### src/hdl/bus_settings.svh
`ifndef BUS_SETTINGS_SVH
`define BUS_SETTINGS_SVH

// width of a byte address on the shared bus
`define ADDR_W 32

// width of one data word on the shared bus
`define DATA_W 32

// the SRAM holds 2**MEM_WORDS_LOG2 words
// word addresses past the end answer with SLVERR
`define MEM_WORDS_LOG2 10

`endif

### src/hdl/axi_lite_pkg.sv
`include "bus_settings.svh"

package axi_lite_pkg;

	// one write strobe bit per byte lane of the data word
	localparam int STRB_W = `DATA_W / 8;

	// byte address, the low two bits are ignored by the SRAM
	typedef logic [`ADDR_W-1:0] addr_t;

	typedef logic [`DATA_W-1:0] data_t;

	typedef logic [STRB_W-1:0] strb_t;

	typedef logic [1:0] resp_t;

	// only these two codes come back from the SRAM
	localparam resp_t RESP_OKAY   = 2'b00;
	localparam resp_t RESP_SLVERR = 2'b10;

endpackage

### src/hdl/core_mem_pkg.sv
package core_mem_pkg;

	// owner of the shared bus, this is the arbiter's state
	typedef enum logic [1:0] {
		GRANT_NONE,
		GRANT_FETCH,
		GRANT_LS
	} grant_t;

	// common request sequence of both masters
	// M_ADDR presents the address (and write data), M_RESP waits for R or B
	typedef enum logic [1:0] {
		M_IDLE,
		M_ADDR,
		M_RESP
	} master_state_t;

endpackage

### src/hdl/fetch_master.sv
module fetch_master (
	input  logic                clk,
	input  logic                rst,

	input  logic                fetch_req,
	input  axi_lite_pkg::addr_t fetch_pc,
	output logic                fetch_done,
	output axi_lite_pkg::data_t fetch_inst,
	output logic                fetch_err,

	output axi_lite_pkg::addr_t araddr,
	output logic                arvalid,
	input  logic                arready,
	input  axi_lite_pkg::data_t rdata,
	input  axi_lite_pkg::resp_t rresp,
	input  logic                rvalid,
	output logic                rready
);
	core_mem_pkg::master_state_t state;

	assign arvalid = (state == core_mem_pkg::M_ADDR);
	assign rready  = (state == core_mem_pkg::M_RESP);

	always_ff @(posedge clk) begin
		if (!rst) begin
			state      <= core_mem_pkg::M_IDLE;
			fetch_done <= 1'b0;
		end else begin
			fetch_done <= 1'b0;
			case (state)
				core_mem_pkg::M_IDLE: begin
					// a strobe outside M_IDLE is dropped
					if (fetch_req) begin
						state <= core_mem_pkg::M_ADDR;
					end
				end
				core_mem_pkg::M_ADDR: begin
					if (arready) begin
						state <= core_mem_pkg::M_RESP;
					end
				end
				core_mem_pkg::M_RESP: begin
					if (rvalid) begin
						fetch_done <= 1'b1;
						state      <= core_mem_pkg::M_IDLE;
					end
				end
				default: begin
					state <= core_mem_pkg::M_IDLE;
				end
			endcase
		end
	end

	always_ff @(posedge clk) begin
		if (state == core_mem_pkg::M_IDLE && fetch_req) begin
			araddr <= fetch_pc;
		end
		if (state == core_mem_pkg::M_RESP && rvalid) begin
			fetch_inst <= rdata;
			fetch_err  <= (rresp != axi_lite_pkg::RESP_OKAY);
		end
	end
endmodule

### config.mk
export PLATFORM = sky130hd
export DESIGN_NAME = fetch_master
export DESIGN_NICKNAME = d
export VERILOG_FILES = /design/src/hdl/axi_lite_pkg.sv /design/src/hdl/core_mem_pkg.sv /design/src/hdl/fetch_master.sv
export VERILOG_INCLUDE_DIRS = /design/src /design/src/hdl
export SDC_FILE = /design/constraint.sdc
export NUM_CORES = 1
export LEC_CHECK = 0
export BUFFER_PORTS_ARGS = -buffer_cell sky130_fd_sc_hd__buf_2
export CAP_MARGIN = 15
export CELL_PAD_IN_SITES_DETAIL_PLACEMENT = 0
export CELL_PAD_IN_SITES_GLOBAL_PLACEMENT = 1
export CORE_MARGIN = 4
export CORE_UTILIZATION = 29
export CTS_CLUSTER_SIZE = 30
export DETAILED_ROUTE_END_ITERATION = 12
export PLACE_DENSITY_LB_ADDON = 0.1
export SLEW_MARGIN = 20
export SYNTH_ARGS = -nofsm -noshare
export SYNTH_HDL_FRONTEND = slang
export SYNTH_SLANG_ARGS = --single-unit
export TNS_END_PERCENT = 20
### constraint.sdc
create_clock -name clk -period 3.3 [get_ports clk]
set_clock_uncertainty 0.15 [all_clocks]
set_input_delay 0.495 -clock clk [delete_from_list [all_inputs] [get_ports clk]]
set_output_delay 0.495 -clock clk [all_outputs]
set_load 0.01 [all_outputs]
Word level (Yosys, flattened, before mapping)

Index checks and enable logic that the tools add are counted.

Flip-flop bits (word level): 68
Logic and storage cells: 21

Eq/ne operators: 5
Reductions and logical operators: 6
Muxes and demuxes: 5

Operators with widths:

| cell               | count |
|---|---|
| $mux 2             | 3 |
| $pmux 2 s3         | 1 |
| $ne 2x2->1 const B | 2 |
| $reduce_and 3->1   | 1 |
| $eq 2x1->1 const B | 1 |
| $eq 2x2->1 const B | 1 |
| $logic_and 1x1->1  | 2 |
| $logic_not 2->1    | 1 |
| $ne 2x1->1 const B | 1 |
| $reduce_and 2->1   | 1 |
| $reduce_bool 2->1  | 1 |
| $mux 1             | 1 |

Depth between registers and ports, before layout

Depth in word-level cells: 3
Mapped depth: 2
Depth with buffers taken out: 2

Least setup slack after synthesis

No wires, ideal clock.

Path kind: input port to flip-flop
Start: input fetch_req
End: register araddr[0] (enable)
Stages: 1
Setup time: 468 ps
Arrival time: 2865 ps
Required time: 2682 ps
Path slack: -183 ps
Cell sequence: nor3b_1

Longest elaborated chain between the ends: 1

Ends and longest elaborated chain:

| element              | RTL line           | text |
|---|---|---|
| start, declared      | fetch_master.sv:5  | `input logic fetch_req,` |
| $logic_and 1x1->1    | fetch_master.sv:56 | `if (state == core_mem_pkg::M_IDLE && fetch_req) begin` |
| end signal, assigned | fetch_master.sv:57 | `araddr <= fetch_pc;` |
| end, declared        | fetch_master.sv:11 | `output axi_lite_pkg::addr_t araddr,` |

Every way passes these cells.
A chain may end at the register's enable or synchronous reset.

Worst setup path in the final report

Start: register state[1]
End: output rready

Longest elaborated chain between the ends: 1

Ends and longest elaborated chain:

| element                | RTL line           | text |
|---|---|---|
| start, declared        | fetch_master.sv:19 | `core_mem_pkg::master_state_t state;` |
| start signal, assigned | fetch_master.sv:26 | `state <= core_mem_pkg::M_IDLE;` |
| start signal, assigned | fetch_master.sv:34 | `state <= core_mem_pkg::M_ADDR;` |
| start signal, assigned | fetch_master.sv:39 | `state <= core_mem_pkg::M_RESP;` |
| $eq 2x2->1             | fetch_master.sv:22 | `assign rready = (state == core_mem_pkg::M_RESP);` |
| end, declared          | fetch_master.sv:17 | `output logic rready` |

Every way passes these cells.

==> metrics.md <==
| Metric | Value |
|---|---|
| Post-synthesis sequential area ratio | 96.1% |
| Yosys synthesis warning count | 0 |
| Required time of the critical path | 2.65 ns |
| Top cell type's share of synthesized area | 93.2% |
| HPWL reported at the end of detailed placement | 3750 µm |
| Syn_nets | 151 |
| Crit. Startpoint | state[1]$_SDFFE_PN0P_ |
| Drt total wl | 4820 µm |
| Max_slew headroom | 72.9% |
| Die width | 93.0 µm |
| Vias in the first global route | 1416 |
| Vias per Instance | 3.94 |
| Total setup buffers inserted after CTS | 0 |
| Fillers | 651 |
| Clock Tree Buf Depth | 2 |
| Worst hold path class | in2reg |
| Synth area leaders | edfxtp_1 (93%), dfxtp_1 (2.9%), nand2b_1 (0.90%) |
| WHS | 0.185 ns |
| Worst setup SP type | flip-flop |
| Gpl congestion | 0.665 |
| Clk slew on worst S/H paths | 0.07 ns |
| H-tree level count | 3 |
| Initial drt markers | 45 |
| Crit path kind | reg2out |
| Share of layout cells above drive strength 1 | 66.5% |
| Root Buffer | clkbuf_8 |
| Mapped Cells | 80 |
| Hold buffer count at cts | 0 |
| Hold Crit Depth | 1 |
| Tot GR Track Use | 11.2% |
| Outcome | complete, no violations |
| Final Max Slew Viols | 0 |
| Area delta synth->final | 49.8% |
| LEAKAGE | 0.00133 µW |
| Max cap viols | 0 |
| WL per Instance | 14.5 µm |
| RSZ-0062 raised after global routing | false |
| Final setup viols | 0 |
| Fin crit share | 54.6% |
| CTS tree | built |
| Worst endpoint data arrival time | 1.16 ns |
| Pre-antenna DRT Iters | 4 |
| First-pass GRT wire length | 7030 µm |
| Element type at the critical path end | primary output |
| Setup WS pre-CTS | 1.60 ns |
| Antenna Cells | 0 |
| I/O pin total | 139 |
| Maximum fanout along the worst path | 4 |
| Mean Syn Cell Area | 26.2 µm² |
| Final #Nets | 302 |
| Worst ir drop on vdd | 0.269 mV |
| Launch point of the worst reg-to-reg path | state[1]$_SDFFE_PN0P_ |
| CTS Buf Count | 9 |
| Via count | 1308 |
| Area leader, netlist | edfxtp_1 |
| Die area | 8650 µm² |
| Die height | 93.0 µm |
| Final setup margin | 1.50 ns |
| Final ANT Viol Nets | 0 |
| Clk_lat worst skew | 0.32 ns |
| Count of cell types in the netlist | 11 |
| Hold path start | fetch_pc[9] |
| Largest net degree at the start of global routing | 34 |
| Initial antenna violation count | 0 |
| Setup TNS Final | 0 ns |
| Area of the core | 6910 µm² |
| Crit path time final | 1.80 ns |
| Max Freq | 555 MHz |
| Clk sinks | 68 |
| Synth Cell Area | 2090 µm² |
| Grt ovf | 0 |
| Effective utilization at floorplan | 30.3% |
| #FFs+latches synth | 68 |
| Site Rows | 30 |
| Final Hold Vio Count | 0 |
| Post-CTS resize count | 0 |
| Power Density | 577 nW/µm² |
| Worst R2R Path Depth | 3 |
| DR DRC count | 0 |
| Number of port buffers | 138 |
| Least-Margin Pin Slew | 0.407 ns |
## cell families (layout without fill, tap and decap cells)
kind of cell	after synthesis	count (layout)	synth area share, %
AOI/OAI and AO/OA	2	2	0.717
buffers and inverters	0	156	0
DFF	68	68	96.1
and+or+nand+nor	10	10	3.23
## metrics by stage
stage | total power, µW | cells | utilization, % | area [µm²]
global route | 1910 | 332 | 45.4 | 3140
detailed placement | 1140 | 316 | 42.4 | 2930
global placement | 1130 | 316 | 42.4 | 2930
finish | 1810 | 332 | 45.4 | 3140
CTS | 1850 | 332 | 45.4 | 3140
floorplan | 1050 | 80 | - | 2100
## synthesized netlist by cell type
master / n
and3_1: 1
a21oi_1: 1
nand2b_1: 3
nor2b_1: 2
nor3b_1: 1
and2_1: 1
dfxtp_1: 3
edfxtp_1: 65
a32o_1: 1
and2b_4: 1
or2_2: 1
## placed cells by master, fill, tap and decap left out
master	synthesis	layout
or2_2	1	1
buf_4	0	2
a32o_1	1	1
and2b_4	1	1
clkbuf_1	0	1
clkinv_1	0	1
and3_1	1	1
nand2b_1	3	3
clkinv_2	0	3
and2_1	1	1
bufinv_16	0	2
dfxtp_1	3	3
a21oi_1	1	1
nor3b_4	0	1
clkbuf_8	0	9
buf_2	0	138
edfxtp_1	65	65
nor2b_1	2	2
## worst paths after layout
check,end,slack (ns)
min reg2reg,state[0]$_SDFFE_PN0P_,0.40
min,araddr[9]$_DFFE_PP_,0.18
max,rready,1.50
max reg2reg,fetch_inst[7]$_DFFE_PP_,1.62
## sequential cells by signal (all words and copies together), names as in the netlist
register / flops
fetch_err: 1
fetch_done: 1
araddr: 32
state: 2
fetch_inst: 32
## report_power, final
part | internal [µW] | switching [µW] | leakage, µW
combinational | 57.1 | 59.8 | 0.000596
clock | 419 | 279 | 0.000107
sequential | 988 | 9.37 | 0.000628
total | 1460 | 348 | 0.00133
## worst max-delay path, cell delays in order (launching register included)
cell and delay [ns]:
dfxtp_1 0.40, nor2b_1 0.26, buf_2 0.18
## cell type report
class / instances / area, µm² / area share, %
Clock buffer: 10 / 128 / 4.07
Clock inverter: 6 / 78.8 / 2.51
Tap cell: 96 / 120 / 3.83
Multi-Input combinational cell: 12 / 93.8 / 2.99
Timing Repair Buffer: 140 / 706 / 22.5
Sequential cell: 68 / 2010 / 64.1
## metal layers
layer / vias up / track usage (%) / wire length, µm
li1: 616 / - / -
met1: 622 / 10.2 / 1570
met2: 62 / 20.7 / 2720
met3: 8 / 4.75 / 446
met4: 0 / 6.23 / 84
met5: - / 0 / 0
Note: power is estimated with default switching activity, not from simulation.
