===== src/hdl/bus_settings.svh =====
`ifndef BUS_SETTINGS_SVH
`define BUS_SETTINGS_SVH

// width of a byte address on the shared bus
`define ADDR_W 32

// width of one data word on the shared bus
`define DATA_W 32

// the SRAM holds 2**MEM_WORDS_LOG2 words
// word addresses past the end answer with SLVERR
`define MEM_WORDS_LOG2 10

`endif


===== src/hdl/axi_lite_pkg.sv =====
`include "bus_settings.svh"

package axi_lite_pkg;

	// one write strobe bit per byte lane of the data word
	localparam int STRB_W = `DATA_W / 8;

	// byte address, the low two bits are ignored by the SRAM
	typedef logic [`ADDR_W-1:0] addr_t;

	typedef logic [`DATA_W-1:0] data_t;

	typedef logic [STRB_W-1:0] strb_t;

	typedef logic [1:0] resp_t;

	// only these two codes come back from the SRAM
	localparam resp_t RESP_OKAY   = 2'b00;
	localparam resp_t RESP_SLVERR = 2'b10;

endpackage


===== src/hdl/core_mem_pkg.sv =====
package core_mem_pkg;

	// owner of the shared bus, this is the arbiter's state
	typedef enum logic [1:0] {
		GRANT_NONE,
		GRANT_FETCH,
		GRANT_LS
	} grant_t;

	// common request sequence of both masters
	// M_ADDR presents the address (and write data), M_RESP waits for R or B
	typedef enum logic [1:0] {
		M_IDLE,
		M_ADDR,
		M_RESP
	} master_state_t;

endpackage


===== src/hdl/load_store_master.sv =====
module load_store_master (
	input  logic                clk,
	input  logic                rst,

	input  logic                ls_req,
	input  logic                ls_write,
	input  axi_lite_pkg::addr_t ls_addr,
	input  axi_lite_pkg::data_t ls_wdata,
	input  axi_lite_pkg::strb_t ls_wstrb,
	output logic                ls_done,
	output axi_lite_pkg::data_t ls_rdata,
	output logic                ls_err,

	output axi_lite_pkg::addr_t araddr,
	output logic                arvalid,
	input  logic                arready,
	input  axi_lite_pkg::data_t rdata,
	input  axi_lite_pkg::resp_t rresp,
	input  logic                rvalid,
	output logic                rready,
	output axi_lite_pkg::addr_t awaddr,
	output logic                awvalid,
	input  logic                awready,
	output axi_lite_pkg::data_t wdata,
	output axi_lite_pkg::strb_t wstrb,
	output logic                wvalid,
	input  logic                wready,
	input  axi_lite_pkg::resp_t bresp,
	input  logic                bvalid,
	output logic                bready
);
	core_mem_pkg::master_state_t state;
	axi_lite_pkg::addr_t addr_q;
	logic is_write;
	logic aw_done;
	logic w_done;
	logic aw_ok;
	logic w_ok;
	logic in_addr;
	logic in_resp;

	assign in_addr = (state == core_mem_pkg::M_ADDR);
	assign in_resp = (state == core_mem_pkg::M_RESP);

	// the same latched address serves both address channels
	assign araddr  = addr_q;
	assign awaddr  = addr_q;
	assign arvalid = in_addr && !is_write;
	assign awvalid = in_addr && is_write && !aw_done;
	assign wvalid  = in_addr && is_write && !w_done;
	assign rready  = in_resp && !is_write;
	assign bready  = in_resp && is_write;

	// AW and W may be accepted in different cycles
	assign aw_ok = aw_done || (awvalid && awready);
	assign w_ok  = w_done || (wvalid && wready);

	always_ff @(posedge clk) begin
		if (!rst) begin
			state    <= core_mem_pkg::M_IDLE;
			is_write <= 1'b0;
			aw_done  <= 1'b0;
			w_done   <= 1'b0;
			ls_done  <= 1'b0;
		end else begin
			ls_done <= 1'b0;
			case (state)
				core_mem_pkg::M_IDLE: begin
					if (ls_req) begin
						is_write <= ls_write;
						aw_done  <= 1'b0;
						w_done   <= 1'b0;
						state    <= core_mem_pkg::M_ADDR;
					end
				end
				core_mem_pkg::M_ADDR: begin
					if (!is_write && arready) begin
						state <= core_mem_pkg::M_RESP;
					end else if (is_write && aw_ok && w_ok) begin
						state <= core_mem_pkg::M_RESP;
					end else begin
						aw_done <= aw_ok;
						w_done  <= w_ok;
					end
				end
				core_mem_pkg::M_RESP: begin
					if ((rready && rvalid) || (bready && bvalid)) begin
						ls_done <= 1'b1;
						state   <= core_mem_pkg::M_IDLE;
					end
				end
				default: begin
					state <= core_mem_pkg::M_IDLE;
				end
			endcase
		end
	end

	always_ff @(posedge clk) begin
		if (state == core_mem_pkg::M_IDLE && ls_req) begin
			addr_q <= ls_addr;
			wdata  <= ls_wdata;
			wstrb  <= ls_wstrb;
		end
		if (rready && rvalid) begin
			ls_rdata <= rdata;
			ls_err   <= (rresp != axi_lite_pkg::RESP_OKAY);
		end
		// a store reports only its status, ls_rdata keeps the last load
		if (bready && bvalid) begin
			ls_err <= (bresp != axi_lite_pkg::RESP_OKAY);
		end
	end
endmodule


===== config.mk =====
export PLATFORM = sky130hd
export DESIGN_NAME = load_store_master
export DESIGN_NICKNAME = d
export VERILOG_FILES = /design/src/hdl/axi_lite_pkg.sv /design/src/hdl/core_mem_pkg.sv /design/src/hdl/load_store_master.sv
export VERILOG_INCLUDE_DIRS = /design/src /design/src/hdl
export SDC_FILE = /design/constraint.sdc
export NUM_CORES = 1
export LEC_CHECK = 0
export ABC_AREA = 1
export BUFFER_PORTS_ARGS = -buffer_cell sky130_fd_sc_hd__buf_4
export CORE_MARGIN = 4
export CORE_UTILIZATION = 41
export CTS_CLUSTER_SIZE = 10
export DETAILED_ROUTE_END_ITERATION = 7
export GPL_TIMING_DRIVEN = 0
export MAX_ROUTING_LAYER = met4
export PLACE_DENSITY = 0.78
export SLEW_MARGIN = 10
export SYNTH_ARGS = -nofsm -noshare
export SYNTH_HDL_FRONTEND = slang
export SYNTH_SLANG_ARGS = --single-unit
export TNS_END_PERCENT = 30

===== constraint.sdc =====
create_clock -name clk -period 2.55 [get_ports clk]
set_input_delay 0.3825 -clock clk [delete_from_list [all_inputs] [get_ports clk]]
set_output_delay 0.3825 -clock clk [all_outputs]
set_load 0.05 [all_outputs]

After elaboration in Yosys (flattened, before gate mapping):

Index checks and enable logic that the tools add are counted.

* logic and storage cells: 61
* bits in registers: 107
* bits of input ports: 113
* output and inout bits: 139

* mux-type cells: 15
* reduce and logical (&&, ||, !) cells: 29
* equality and inequality tests: 7

Operators with widths (number)
* logical AND 1 bit: 14
* 2-to-1 mux 1 bit: 8
* 2-to-1 mux 2 bit: 4
* nonzero test 2 bit: 4
* inequality test 2 bit, second input constant: 3
* case mux 2 bit (3 select lines): 1
* case mux 1 bit (2 select lines): 2
* AND reduction 2 bit: 2
* AND reduction 4 bit: 1
* logical NOT 1 bit: 3
* logical OR 1 bit: 3
* inequality test 3 x 1 -> 1 bit, second input constant: 1
* AND reduction 3 bit: 1
* equality test 2 x 1 -> 1 bit, second input constant: 1
* equality test 2 bit, second input constant: 1
* logical NOT 2 bit: 1
* inequality test 2 x 1 -> 1 bit, second input constant: 1

Depth between registers and ports, before layout:

* depth in word-level cells: 10
* depth in mapped cells: 9
* gate-level depth less buffers: 9

Worst setup path after synthesis:

OpenSTA, ideal clock, no wires.

* path kind: reg2reg
* start: reg state[1]
* end: reg ls_rdata[0], enable pin
* setup slack: 0.100 ns
* data required time: 2.163 ns
* clock period less this slack: 2.450 ns
* library setup time: 0.387 ns
* data arrival time: 2.064 ns
* path buffers: 0
* cell stages (with the launch flop): 7
* path through: dfxtp_1 > inv_1 > nor2_1 > inv_1 > nor2_1 > nand2_1 > inv_1

* word-level cells in the longest chain between the ends: 3

Ends and longest elaborated chain
* from (decl): RTL line load_store_master.sv:32 `core_mem_pkg::master_state_t state;`
* from (signal assigned): RTL line load_store_master.sv:60 `state <= core_mem_pkg::M_IDLE;`
* from (signal assigned): RTL line load_store_master.sv:73 `state <= core_mem_pkg::M_ADDR;`
* from (signal assigned): RTL line load_store_master.sv:78 `state <= core_mem_pkg::M_RESP;`
* equality test 2 bit: RTL line load_store_master.sv:43 `assign in_resp = (state == core_mem_pkg::M_RESP);`
* logical AND 1 bit: RTL line load_store_master.sv:51 `assign rready = in_resp && !is_write;`
* net rready: RTL line load_store_master.sv:20 `output logic rready,`
* logical AND 1 bit: RTL line load_store_master.sv:105 `if (rready && rvalid) begin`
* to (signal assigned): RTL line load_store_master.sv:106 `ls_rdata <= rdata;`
* to (decl): RTL line load_store_master.sv:11 `output axi_lite_pkg::data_t ls_rdata,`

The timed path passes the listed nets, and every way through them passes these cells.
A chain may end at the register's enable or synchronous reset.

Worst setup path in the final report:

* start: reg state[1]
* end: reg ls_rdata[24], enable pin

* word-level cells in the longest chain between the ends: 3

Ends and longest elaborated chain (RTL line)
* equality test 2 bit: load_store_master.sv:43
* logical AND 1 bit: load_store_master.sv:51
* logical AND 1 bit: load_store_master.sv:105

No other way between the ends.

==> results.cfg <==
[global_route]
antenna_found_initial = 0
first_global_vias = 2502
use_met1 = 0.193
grt_usage = 0.178
use_met2 = 0.312
grt_pass1_wl_mm = 13.2
top_usage_layer = met2
grt-ovfl-total = 0
met3_usage = 0.0558
grt_max_degree = 69

[yosys]
synth_area_per_cell_um2 = 19.1
ys_types = 12
synth_nets = 302
ys_seq_elements = 107
synth_cells = 189
synth_area_mm2 = 0.00360
synth_xor_area_frac = 0
synth_top_family_by_area = buffers and inverters
ys_warn_count = 0
synth.mux.area_fraction = 0
synth_compound_area_frac = 0.0111
synth-simple-area-share = 0.0382
yosysSeqAreaShare = 0.875
synthAdderAreaFrac = 0

[min_path]
min-delay-start = rdata[3]
hold_path.class = in2reg
hold-path-endpoint = ls_rdata[3]
hold_depth = 1

[worst_setup_path]
critPathKind = reg2reg
cp.required_ns = 2.32
rr_startpoint = state[1]
cp-end-kind = flop
cp_data_arrival_time_ns = 1.94
cp-start-kind = flop
cp_max_fo = 32
worstReg2RegEnd = ls_rdata[24]
crit_start = state[1]
r2r_slack_ns = 0.37
reg2reg_depth = 6

[clocking]
cts.htree.levels = 3
clk_latency_ns = 0.35
root_buffer = clkbuf_8
cts_inserted_buffers = 9
cts.sinks = 107
hold_buffers = 0
cts.repair.resized = 0
clock_path_buffers = 2
post-cts-setup-buffer-count = 0
clk_pin_slew_ns = 0.11
cts_tree = done

[drt]
firstDrtPassIters = 6
ant_nets = 0
drc_errors = 0
wl_per_cell_um = 16.7
drtIter0Drc = 57
avgViaCountPerCell = 4.50
totalWireLength_mm = 9.39
vias = 2527

[die]
ios = 252
row_count = 33
dieArea_mm2 = 0.0104
die_width_um = 102
start_util = 0.430
die-height_um = 102
core_area_mm2 = 0.00838

[placed_design]
port_buffers = 251
placed_cell_area_mm2 = 0.00562
dp.cells = 545
finalWeightedCongestion = 0.843
place_hpwl_mm = 7.51

[timing]
fin_crit_ns = 2.18
relSlewSlack = 0.288
clock.fmax_mhz = 460
drv_slew = 0
finClkSkew_ns = 0.0145
setup_violations = 0
setup_tns_ns = 0
fin_crit_sh = 0.853
rsz0062_at_grt = false
hold_viol = 0
tightest_slew_ns = 1.06

[final_layout]
n_fill_cell = 612
final_nets = 564
finalNonFillerCells = 561
drive_gt1_frac = 0.664
regArea_mm2 = 0.00315
syn2layout_area_growth_pct = 62.2
multiInputGateArea_um2 = 178
final_core_util = 0.697
fin_area_mm2 = 0.00585
diodes = 0

[power_and_ir_drop]
powerDensity_mw_per_mm2 = 735
p_leak_nw = 2.59
total_power_mw = 4.30
irDropWorstVdd_mv = 0.487

[outcome]
status = finished, final reports clean

[job]
max-cap-violations = 0
-- synthesized netlist by cell type, drive strengths merged --
cell type,count,share of area
nand4,2,0.0035
dfxtp,6,0.033
nor2,13,0.014
edfxtp,101,0.84
buf,32,0.067
inv,9,0.0094
nand2,17,0.020
o21ai,4,0.0056
nand3,1,0.0014
a21oi,4,0.0056
-- registers in the layout, summed over array words and instances (netlist names), 2 cells and up --
register  count
ls_rdata     32
state         2
wstrb         4
wdata        32
araddr       32
-- worst max-delay path by stage --
| stage | to | cells after the start |
|---|---|---|
| 3_5_place_dp | ls_rdata[14] | 6 |
| 6_report | ls_rdata[24] | 6 |
| 4_1_cts | ls_rdata[24] | 6 |
| 5_1_grt | ls_rdata[5] | 6 |
| 2_1_floorplan | ls_rdata[0] | 6 |
| 3_3_place_gp | wdata[24] | 3 |
-- cell usage in the layout (no fill, tap or decap), types with 4 or more instances in the layout --
master and instances:
clkbuf_8 9, inv_1 7, buf_4 283, nand2_1 14, a21oi_1 4, edfxtp_1 101, nor2_1 13, dfxtp_1 6
-- per-stage QoR --
| step | setup slack (ns) | hold slack (ns) |
|---|---|---|
| 2_1_floorplan | 0.0996 | 0.476 |
| 3_3_place_gp | -0.327 | 0.501 |
| 3_5_place_dp | 0.486 | 0.507 |
| 4_1_cts | 0.482 | 0.180 |
| 5_1_grt | 0.103 | 0.163 |
| 6_report | 0.374 | 0.195 |
-- layout make-up --
class / instances / area share
multi-input combinational: 41 / 0.0304
sequential: 107 / 0.539
tap: 105 / 0.0225
clock inverter: 7 / 0.0169
inverter: 9 / 0.00621
clock buffer: 9 / 0.0212
timing repair buffer: 251 / 0.322
buffer: 32 / 0.0411
-- worst max-delay path, stage by stage, from the launching register on --
cell and delay, ns:
dfxtp_1 0.32, inv_1 0.11, nor2_1 0.05, inv_1 0.10, nor2_1 0.06, nand2_1 0.12
clkinv_1 0.83
-- cells by family (layout without fill, tap and decap cells) --
logic type	Yosys count	count (layout)
AOI/OAI and AO/OA	8	8
buffers and inverters	41	308
DFF	107	107
and+or+nand+nor	33	33
-- layer usage --
metal  vias to the layer above  wire [um]
met5                         -          0
met3                        17        991
met4                         0        161
met1                      1187       3080
met2                       152       5160
li1                       1171          -
-- power by group --
part           total [mW]  switching [mW]  internal [mW]
logic                1.05           0.700          0.346
registers            2.12          0.0484           2.07
clock network        1.14           0.573          0.563
Note: power is estimated with default switching activity, not from simulation.
