[config.mk]
export PLATFORM = sky130hd
export DESIGN_NAME = axi_lite_arbiter
export DESIGN_NICKNAME = d
export VERILOG_FILES = /design/src/hdl/axi_lite_pkg.sv /design/src/hdl/core_mem_pkg.sv /design/src/hdl/axi_lite_arbiter.sv
export VERILOG_INCLUDE_DIRS = /design/src /design/src/hdl
export SDC_FILE = /design/constraint.sdc
export NUM_CORES = 1
export LEC_CHECK = 0
export BUFFER_PORTS_ARGS = -buffer_cell sky130_fd_sc_hd__buf_2
export CORE_AREA = 5 5 140 142
export CTS_CLUSTER_DIAMETER = 80
export DETAILED_ROUTE_END_ITERATION = 8
export DIE_AREA = 0 0 145 147
export MAX_ROUTING_LAYER = met4
export PLACE_DENSITY_LB_ADDON = 0.2
export SLEW_MARGIN = 10
export SYNTH_ARGS = -nofsm -noshare
export SYNTH_HDL_FRONTEND = slang
export SYNTH_SLANG_ARGS = --single-unit
[constraint.sdc]
create_clock -name clk -period 2.55 [get_ports clk]
set_clock_uncertainty 0.05 [all_clocks]
set_input_delay 0.1275 -clock clk [delete_from_list [all_inputs] [get_ports clk]]
set_output_delay 0.1275 -clock clk [all_outputs]
set_load 0.005 [all_outputs]
[src/hdl/bus_settings.svh]
`ifndef BUS_SETTINGS_SVH
`define BUS_SETTINGS_SVH

// width of a byte address on the shared bus
`define ADDR_W 32

// width of one data word on the shared bus
`define DATA_W 32

// the SRAM holds 2**MEM_WORDS_LOG2 words
// word addresses past the end answer with SLVERR
`define MEM_WORDS_LOG2 10

`endif

[src/hdl/axi_lite_pkg.sv]
`include "bus_settings.svh"

package axi_lite_pkg;

	// one write strobe bit per byte lane of the data word
	localparam int STRB_W = `DATA_W / 8;

	// byte address, the low two bits are ignored by the SRAM
	typedef logic [`ADDR_W-1:0] addr_t;

	typedef logic [`DATA_W-1:0] data_t;

	typedef logic [STRB_W-1:0] strb_t;

	typedef logic [1:0] resp_t;

	// only these two codes come back from the SRAM
	localparam resp_t RESP_OKAY   = 2'b00;
	localparam resp_t RESP_SLVERR = 2'b10;

endpackage

[src/hdl/core_mem_pkg.sv]
package core_mem_pkg;

	// owner of the shared bus, this is the arbiter's state
	typedef enum logic [1:0] {
		GRANT_NONE,
		GRANT_FETCH,
		GRANT_LS
	} grant_t;

	// common request sequence of both masters
	// M_ADDR presents the address (and write data), M_RESP waits for R or B
	typedef enum logic [1:0] {
		M_IDLE,
		M_ADDR,
		M_RESP
	} master_state_t;

endpackage

[src/hdl/axi_lite_arbiter.sv]
module axi_lite_arbiter (
	input  logic                clk,
	input  logic                rst,

	input  axi_lite_pkg::addr_t fetch_araddr,
	input  logic                fetch_arvalid,
	output logic                fetch_arready,
	output axi_lite_pkg::data_t fetch_rdata,
	output axi_lite_pkg::resp_t fetch_rresp,
	output logic                fetch_rvalid,
	input  logic                fetch_rready,

	input  axi_lite_pkg::addr_t ls_araddr,
	input  logic                ls_arvalid,
	output logic                ls_arready,
	output axi_lite_pkg::data_t ls_rdata,
	output axi_lite_pkg::resp_t ls_rresp,
	output logic                ls_rvalid,
	input  logic                ls_rready,
	input  axi_lite_pkg::addr_t ls_awaddr,
	input  logic                ls_awvalid,
	output logic                ls_awready,
	input  axi_lite_pkg::data_t ls_wdata,
	input  axi_lite_pkg::strb_t ls_wstrb,
	input  logic                ls_wvalid,
	output logic                ls_wready,
	output axi_lite_pkg::resp_t ls_bresp,
	output logic                ls_bvalid,
	input  logic                ls_bready,

	output axi_lite_pkg::addr_t araddr,
	output logic                arvalid,
	input  logic                arready,
	input  axi_lite_pkg::data_t rdata,
	input  axi_lite_pkg::resp_t rresp,
	input  logic                rvalid,
	output logic                rready,
	output axi_lite_pkg::addr_t awaddr,
	output logic                awvalid,
	input  logic                awready,
	output axi_lite_pkg::data_t wdata,
	output axi_lite_pkg::strb_t wstrb,
	output logic                wvalid,
	input  logic                wready,
	input  axi_lite_pkg::resp_t bresp,
	input  logic                bvalid,
	output logic                bready
);
	core_mem_pkg::grant_t grant;
	logic fetch_trigger;
	logic ls_trigger;
	logic resp_done;
	logic gnt_fetch;
	logic gnt_ls;

	// the fetch side only reads, so its write channels count as idle
	assign fetch_trigger = fetch_arvalid;
	assign ls_trigger    = ls_arvalid || (ls_awvalid && ls_wvalid);

	// release only once the response beat has actually transferred
	assign resp_done = (rvalid && rready) || (bvalid && bready);

	assign gnt_fetch = (grant == core_mem_pkg::GRANT_FETCH);
	assign gnt_ls    = (grant == core_mem_pkg::GRANT_LS);

	always_ff @(posedge clk) begin
		if (!rst) begin
			grant <= core_mem_pkg::GRANT_NONE;
		end else begin
			case (grant)
				core_mem_pkg::GRANT_NONE: begin
					if (fetch_trigger) begin
						grant <= core_mem_pkg::GRANT_FETCH;
					end else if (ls_trigger) begin
						grant <= core_mem_pkg::GRANT_LS;
					end
				end
				default: begin
					if (resp_done) begin
						grant <= core_mem_pkg::GRANT_NONE;
					end
				end
			endcase
		end
	end

	always_comb begin
		araddr  = gnt_fetch ? fetch_araddr : ls_araddr;
		arvalid = (gnt_fetch && fetch_arvalid) || (gnt_ls && ls_arvalid);
		rready  = (gnt_fetch && fetch_rready) || (gnt_ls && ls_rready);
		awaddr  = ls_awaddr;
		awvalid = gnt_ls && ls_awvalid;
		wdata   = ls_wdata;
		wstrb   = ls_wstrb;
		wvalid  = gnt_ls && ls_wvalid;
		bready  = gnt_ls && ls_bready;

		// the master without the grant sees no ready and no response
		fetch_arready = gnt_fetch && arready;
		fetch_rvalid  = gnt_fetch && rvalid;
		fetch_rdata   = rdata;
		fetch_rresp   = rresp;
		ls_arready    = gnt_ls && arready;
		ls_rvalid     = gnt_ls && rvalid;
		ls_rdata      = rdata;
		ls_rresp      = rresp;
		ls_awready    = gnt_ls && awready;
		ls_wready     = gnt_ls && wready;
		ls_bvalid     = gnt_ls && bvalid;
		ls_bresp      = bresp;
	end
endmodule

[Yosys cells after proc, flatten, opt, wreduce, memory -nomap -nowiden]
Cells that the tools add are included.
Operators by class
  equality and inequality tests: 3
  muxes and demuxes: 5
  reduce and logical (&&, ||, !) cells: 24
Operator list (count)
  $mux 32: 1
  $logic_and 1x1->1: 17
  $mux 2: 4
  $logic_or 1x1->1: 4
  $ne 3x3->1 const B: 1
  $eq 2x1->1 const B: 1
  $eq 2x2->1 const B: 1
  $logic_not 2->1: 1
  $reduce_and 2->1: 1
  $reduce_bool 2->1: 1
Storage, ports and cells
  flip-flop bits (word level): 2
  input bits: 182
  output and inout port bits: 182
  logic and storage cells: 33

[Longest topological paths before layout]
  word-level depth: 7
  gate-level depth with buffers: 4
  depth with buffers taken out: 3

[Worst setup path before layout]
No wires, ideal clock.
  path kind: register -> output
  start point: register grant[0]
  end point: output araddr[21]
  arrival time: 1095 ps
  data required time: 2372 ps
  setup slack: 1278 ps
  cell stages (with the launch flop): 5
  buffers on the path: 2
  cells stage by stage: dfxtp_1 -> nor2b_2 -> buf_6 -> buf_6 -> mux2_4
On the way
  word-level cells in the longest chain between the ends: 2
RTL lines
  from (decl): line axi_lite_arbiter.sv:49  | core_mem_pkg::grant_t grant;
  from (signal assigned): line axi_lite_arbiter.sv:68  | grant <= core_mem_pkg::GRANT_NONE;
  from (signal assigned): line axi_lite_arbiter.sv:73  | grant <= core_mem_pkg::GRANT_FETCH;
  from (signal assigned): line axi_lite_arbiter.sv:75  | grant <= core_mem_pkg::GRANT_LS;
  $eq 2x1->1: line axi_lite_arbiter.sv:63  | assign gnt_fetch = (grant == core_mem_pkg::GRANT_FETCH);
  $mux 32: line axi_lite_arbiter.sv:88  | araddr = gnt_fetch ? fetch_araddr : ls_araddr;
  to (decl): line axi_lite_arbiter.sv:31  | output axi_lite_pkg::addr_t araddr,
No other way between the ends.

[Worst setup path after layout]
  start point: register grant[0]
  end point: output araddr[30]
The elaborated chain is that of the path after synthesis.

==> flow_summary_export.csv <==
group,metric,value,unit
status,status,"completed",
logic_synthesis,yosys_warnings,0,
global_route,gr-total-overflow,0,
global_route,grt_pass1_vias,1210,
pwr,cellPowerDensity,336,mW/mm2
detailed_routing,vias,1068,
logic_synthesis,ys_seq_area_share,2.28,%
logic_synthesis,synth_compound_area_share,3.07,%
logic_synthesis,synth_nets,383,
sta,rsz0062_at_grt,"no",
layout,n_fill_cell,2139,
pwr,switching_share,25.8,%
logic_synthesis,ys_top_cells_by_area,"buf_4 (59%), mux2_4 (22%), mux2_2 (3.9%), and2_1 (3.6%), buf_12 (2.3%)",
global_route,grt_start_max_net_pins,22,
layout,regMostFlops,"grant",
pwr,p_leak,0.000845,uW
sta,worst_pin_slew,0.378,ns
detailed_routing,antenna_left,0,
pwr,clkPwrFrac,42.1,%
logic_synthesis,synth_top_family_by_area,"buffers and inverters",
pwr,power_frac_comb,50.9,%
clock_tree,cts_root_buf,"clkbuf_16",
pwr,power_frac_seq,7.0,%
pwr,switching_power,142,uW
logic_synthesis,synth_cell_types,18,
logic_synthesis,yosys.area.top_type,"buf_4",
detailed_routing,wire_per_inst,10.7,um
place,io_buffers,121,
layout,largest_reg_flops,2,
logic_synthesis,synthMuxAreaShare,26.1,%
sta,setup_viol,0,
setup_path,arrival,1.63,ns
logic_synthesis,yosys.area_share.simple,5.64,%
global_route,grt_use_total,3.95,%
clock_tree,clockBufferDepth,2,
job,maxCapViolations,0,
sta,max_freq,554,MHz
floorplan,dieHeight,147,um
clock_tree,cts_tree,"done",
floorplan,die_width,145,um
setup_path,reg2reg_setup_slack,1.42,ns
floorplan,fp.dieArea,0.0213,mm2
sta,tns,0,ns
logic_synthesis,synth_flop_cell,"dfxtp_1",
floorplan,initial_utilization,9.56,%
clock_tree,ctsHoldBuffers,0,
clock_tree,cts.sinks,2,
clock_tree,numCtsBuffers,3,
sta,slew-limit-headroom,74.8,%
setup_path,crit_required,2.37,ns
detailed_routing,wl,4.45,mm
pwr,ir_worst_vdd,162,uV
logic_synthesis,netlist_instances,201,
clock_tree,clk_latency,0.22,ns
logic_synthesis,synth_xor_xnor_area_share,0,%
setup_path,criticalPathCategory,"reg2out",
layout,drive_gt1_share,86.4,%
logic_synthesis,synth_seq_cells,2,
sta,maxSlewViolCount,0,
setup_path,slowest_delay,0.39,ns
setup_path,worstPathMaxFanout,21,
layout,diodes,0,
place,place_congestion,0.671,
logic_synthesis,synth_most_common_cell,"buf_4",
floorplan,io_pins,364,
clock_tree,htreeDepth,1,
setup_path,cpMaxStageDelayCell,"mux2_2",
detailed_routing,drt_pre_antenna_iters,2,
logic_synthesis,async_flop_share,0,%
logic_synthesis,synth_area,0.00175,mm2
layout,fin_util,8.97,%
layout,top_regs,"grant x2",
sta,fin_hold_ws,0.127,ns
logic_synthesis,syn_avg_cell_area,8.72,um2
setup_path,path_cells,"nor2b_4 > buf_4 > mux2_2 > buf_2",
setup_path,crit_path_start_kind,"flop",
detailed_routing,via_per_inst,2.56,
pwr,internal_power,410,uW
floorplan,core_region_area,0.0183,mm2
detailed_routing,drt_iter0_markers,23,
place,dpl-instance-area,0.00157,mm2
logic_synthesis,synthAdderAreaFrac,0,%
global_route,grt_pass1_wl,6.67,mm
layout,syn_to_final_growth,-6.21,%
floorplan,fp-row-count,50,
layout,finalNetCount,368,
logic_synthesis,synth_edf_count,0,
clock_tree,cts_setup_buffers,0,
logic_synthesis,netlist.area_leader.share,59.1,%
setup_path,critPathCaptureType,"output pin",
detailed_routing,drc_errors,0,
place,hpwl,3.94,mm
global_route,antenna_found_initial,0,
clock_tree,cts.clk_slew.worst_paths,0.03,ns
clock_tree,cts_resized,0,
sta,fin_crit,1.81,ns
logic_synthesis,yosys-top-cells-count,"buf_4 (138), mux2_4 (26), and2_1 (10)",
sta,final_min_period_over_clock_period,70.8,%
sta,finalHoldViolCount,0,
worst_hold_path,hold_path.class,"in2reg",
layout,postLayoutCellArea,0.00164,mm2
## per-stage QoR
stage / total power, uW / setup WS, ns / std cells
after floorplan: 376 / 1.28 / 201
after global placement: 325 / 0.982 / 415
after detailed placement: 327 / 0.950 / 415
after CTS: 564 / 0.708 / 418
after global routing: 587 / 0.624 / 418
final: 553 / 0.743 / 418
## worst paths after layout
check	start	endpoint	cells after the start
worst max-delay path	grant[0]$_SDFFE_PN0P_	araddr[30]	4
worst max register to register	grant[1]$_SDFFE_PN0P_	grant[1]$_SDFFE_PN0P_	3
worst min-delay path	rst	grant[1]$_SDFFE_PN0P_	2
worst min register to register	grant[0]$_SDFFE_PN0P_	grant[0]$_SDFFE_PN0P_	2
## worst max-delay path, delay by kind of cell (launching register included)
kind | cells | cell delay, ns
buffers and inverters | 2 | 0.48
multiplexers | 1 | 0.39
flip-flops | 1 | 0.36
AND/OR/NAND/NOR | 1 | 0.16
## cell usage in the layout (no fill, tap or decap)
cell type / count
clkbuf_16: 3
o211a_1: 1
nor2_1: 1
o21ai_0: 1
and2b_1: 1
mux2_4: 26
and2_1: 10
a21oi_1: 1
buf_2: 121
a22o_1: 3
a21boi_0: 1
mux2_2: 6
nor2b_4: 1
buf_4: 2
nor3_1: 1
nand2_1: 3
dfxtp_1: 2
## cell families after synthesis
logic type	Yosys count
AO/OA/AOI/OAI	7
multiplexers	32
AND/OR/NAND/NOR	17
buffers and inverters	143
flip-flops	2
## power by group through the flow
stage	clock network, uW	registers (uW)	logic [uW]
2_1_floorplan	0	37.7	338
3_3_place_gp	0	38.9	286
3_5_place_dp	0	39.0	288
4_1_cts	236	38.7	289
5_1_grt	240	39.8	307
6_report	233	38.7	281
## metal layers
| layer | wire (um) | global-route usage, % | vias up |
|---|---|---|---|
| met5 | 0 | - | - |
| met4 | 170 | 2.73 | 0 |
| met3 | 859 | 3.30 | 33 |
| met2 | 1920 | 5.30 | 125 |
| met1 | 1500 | 3.74 | 438 |
| li1 | - | - | 472 |
## layout make-up
cell class	instances	area (um2)	share of cell area, %
Clock buffer	3	75.1	4.57
Multi-Input combinational cell	56	616	37.4
Sequential cell	2	40.0	2.44
Tap cell	234	293	17.8
Timing Repair Buffer	123	621	37.7
Power figures use the tool's default switching activity.
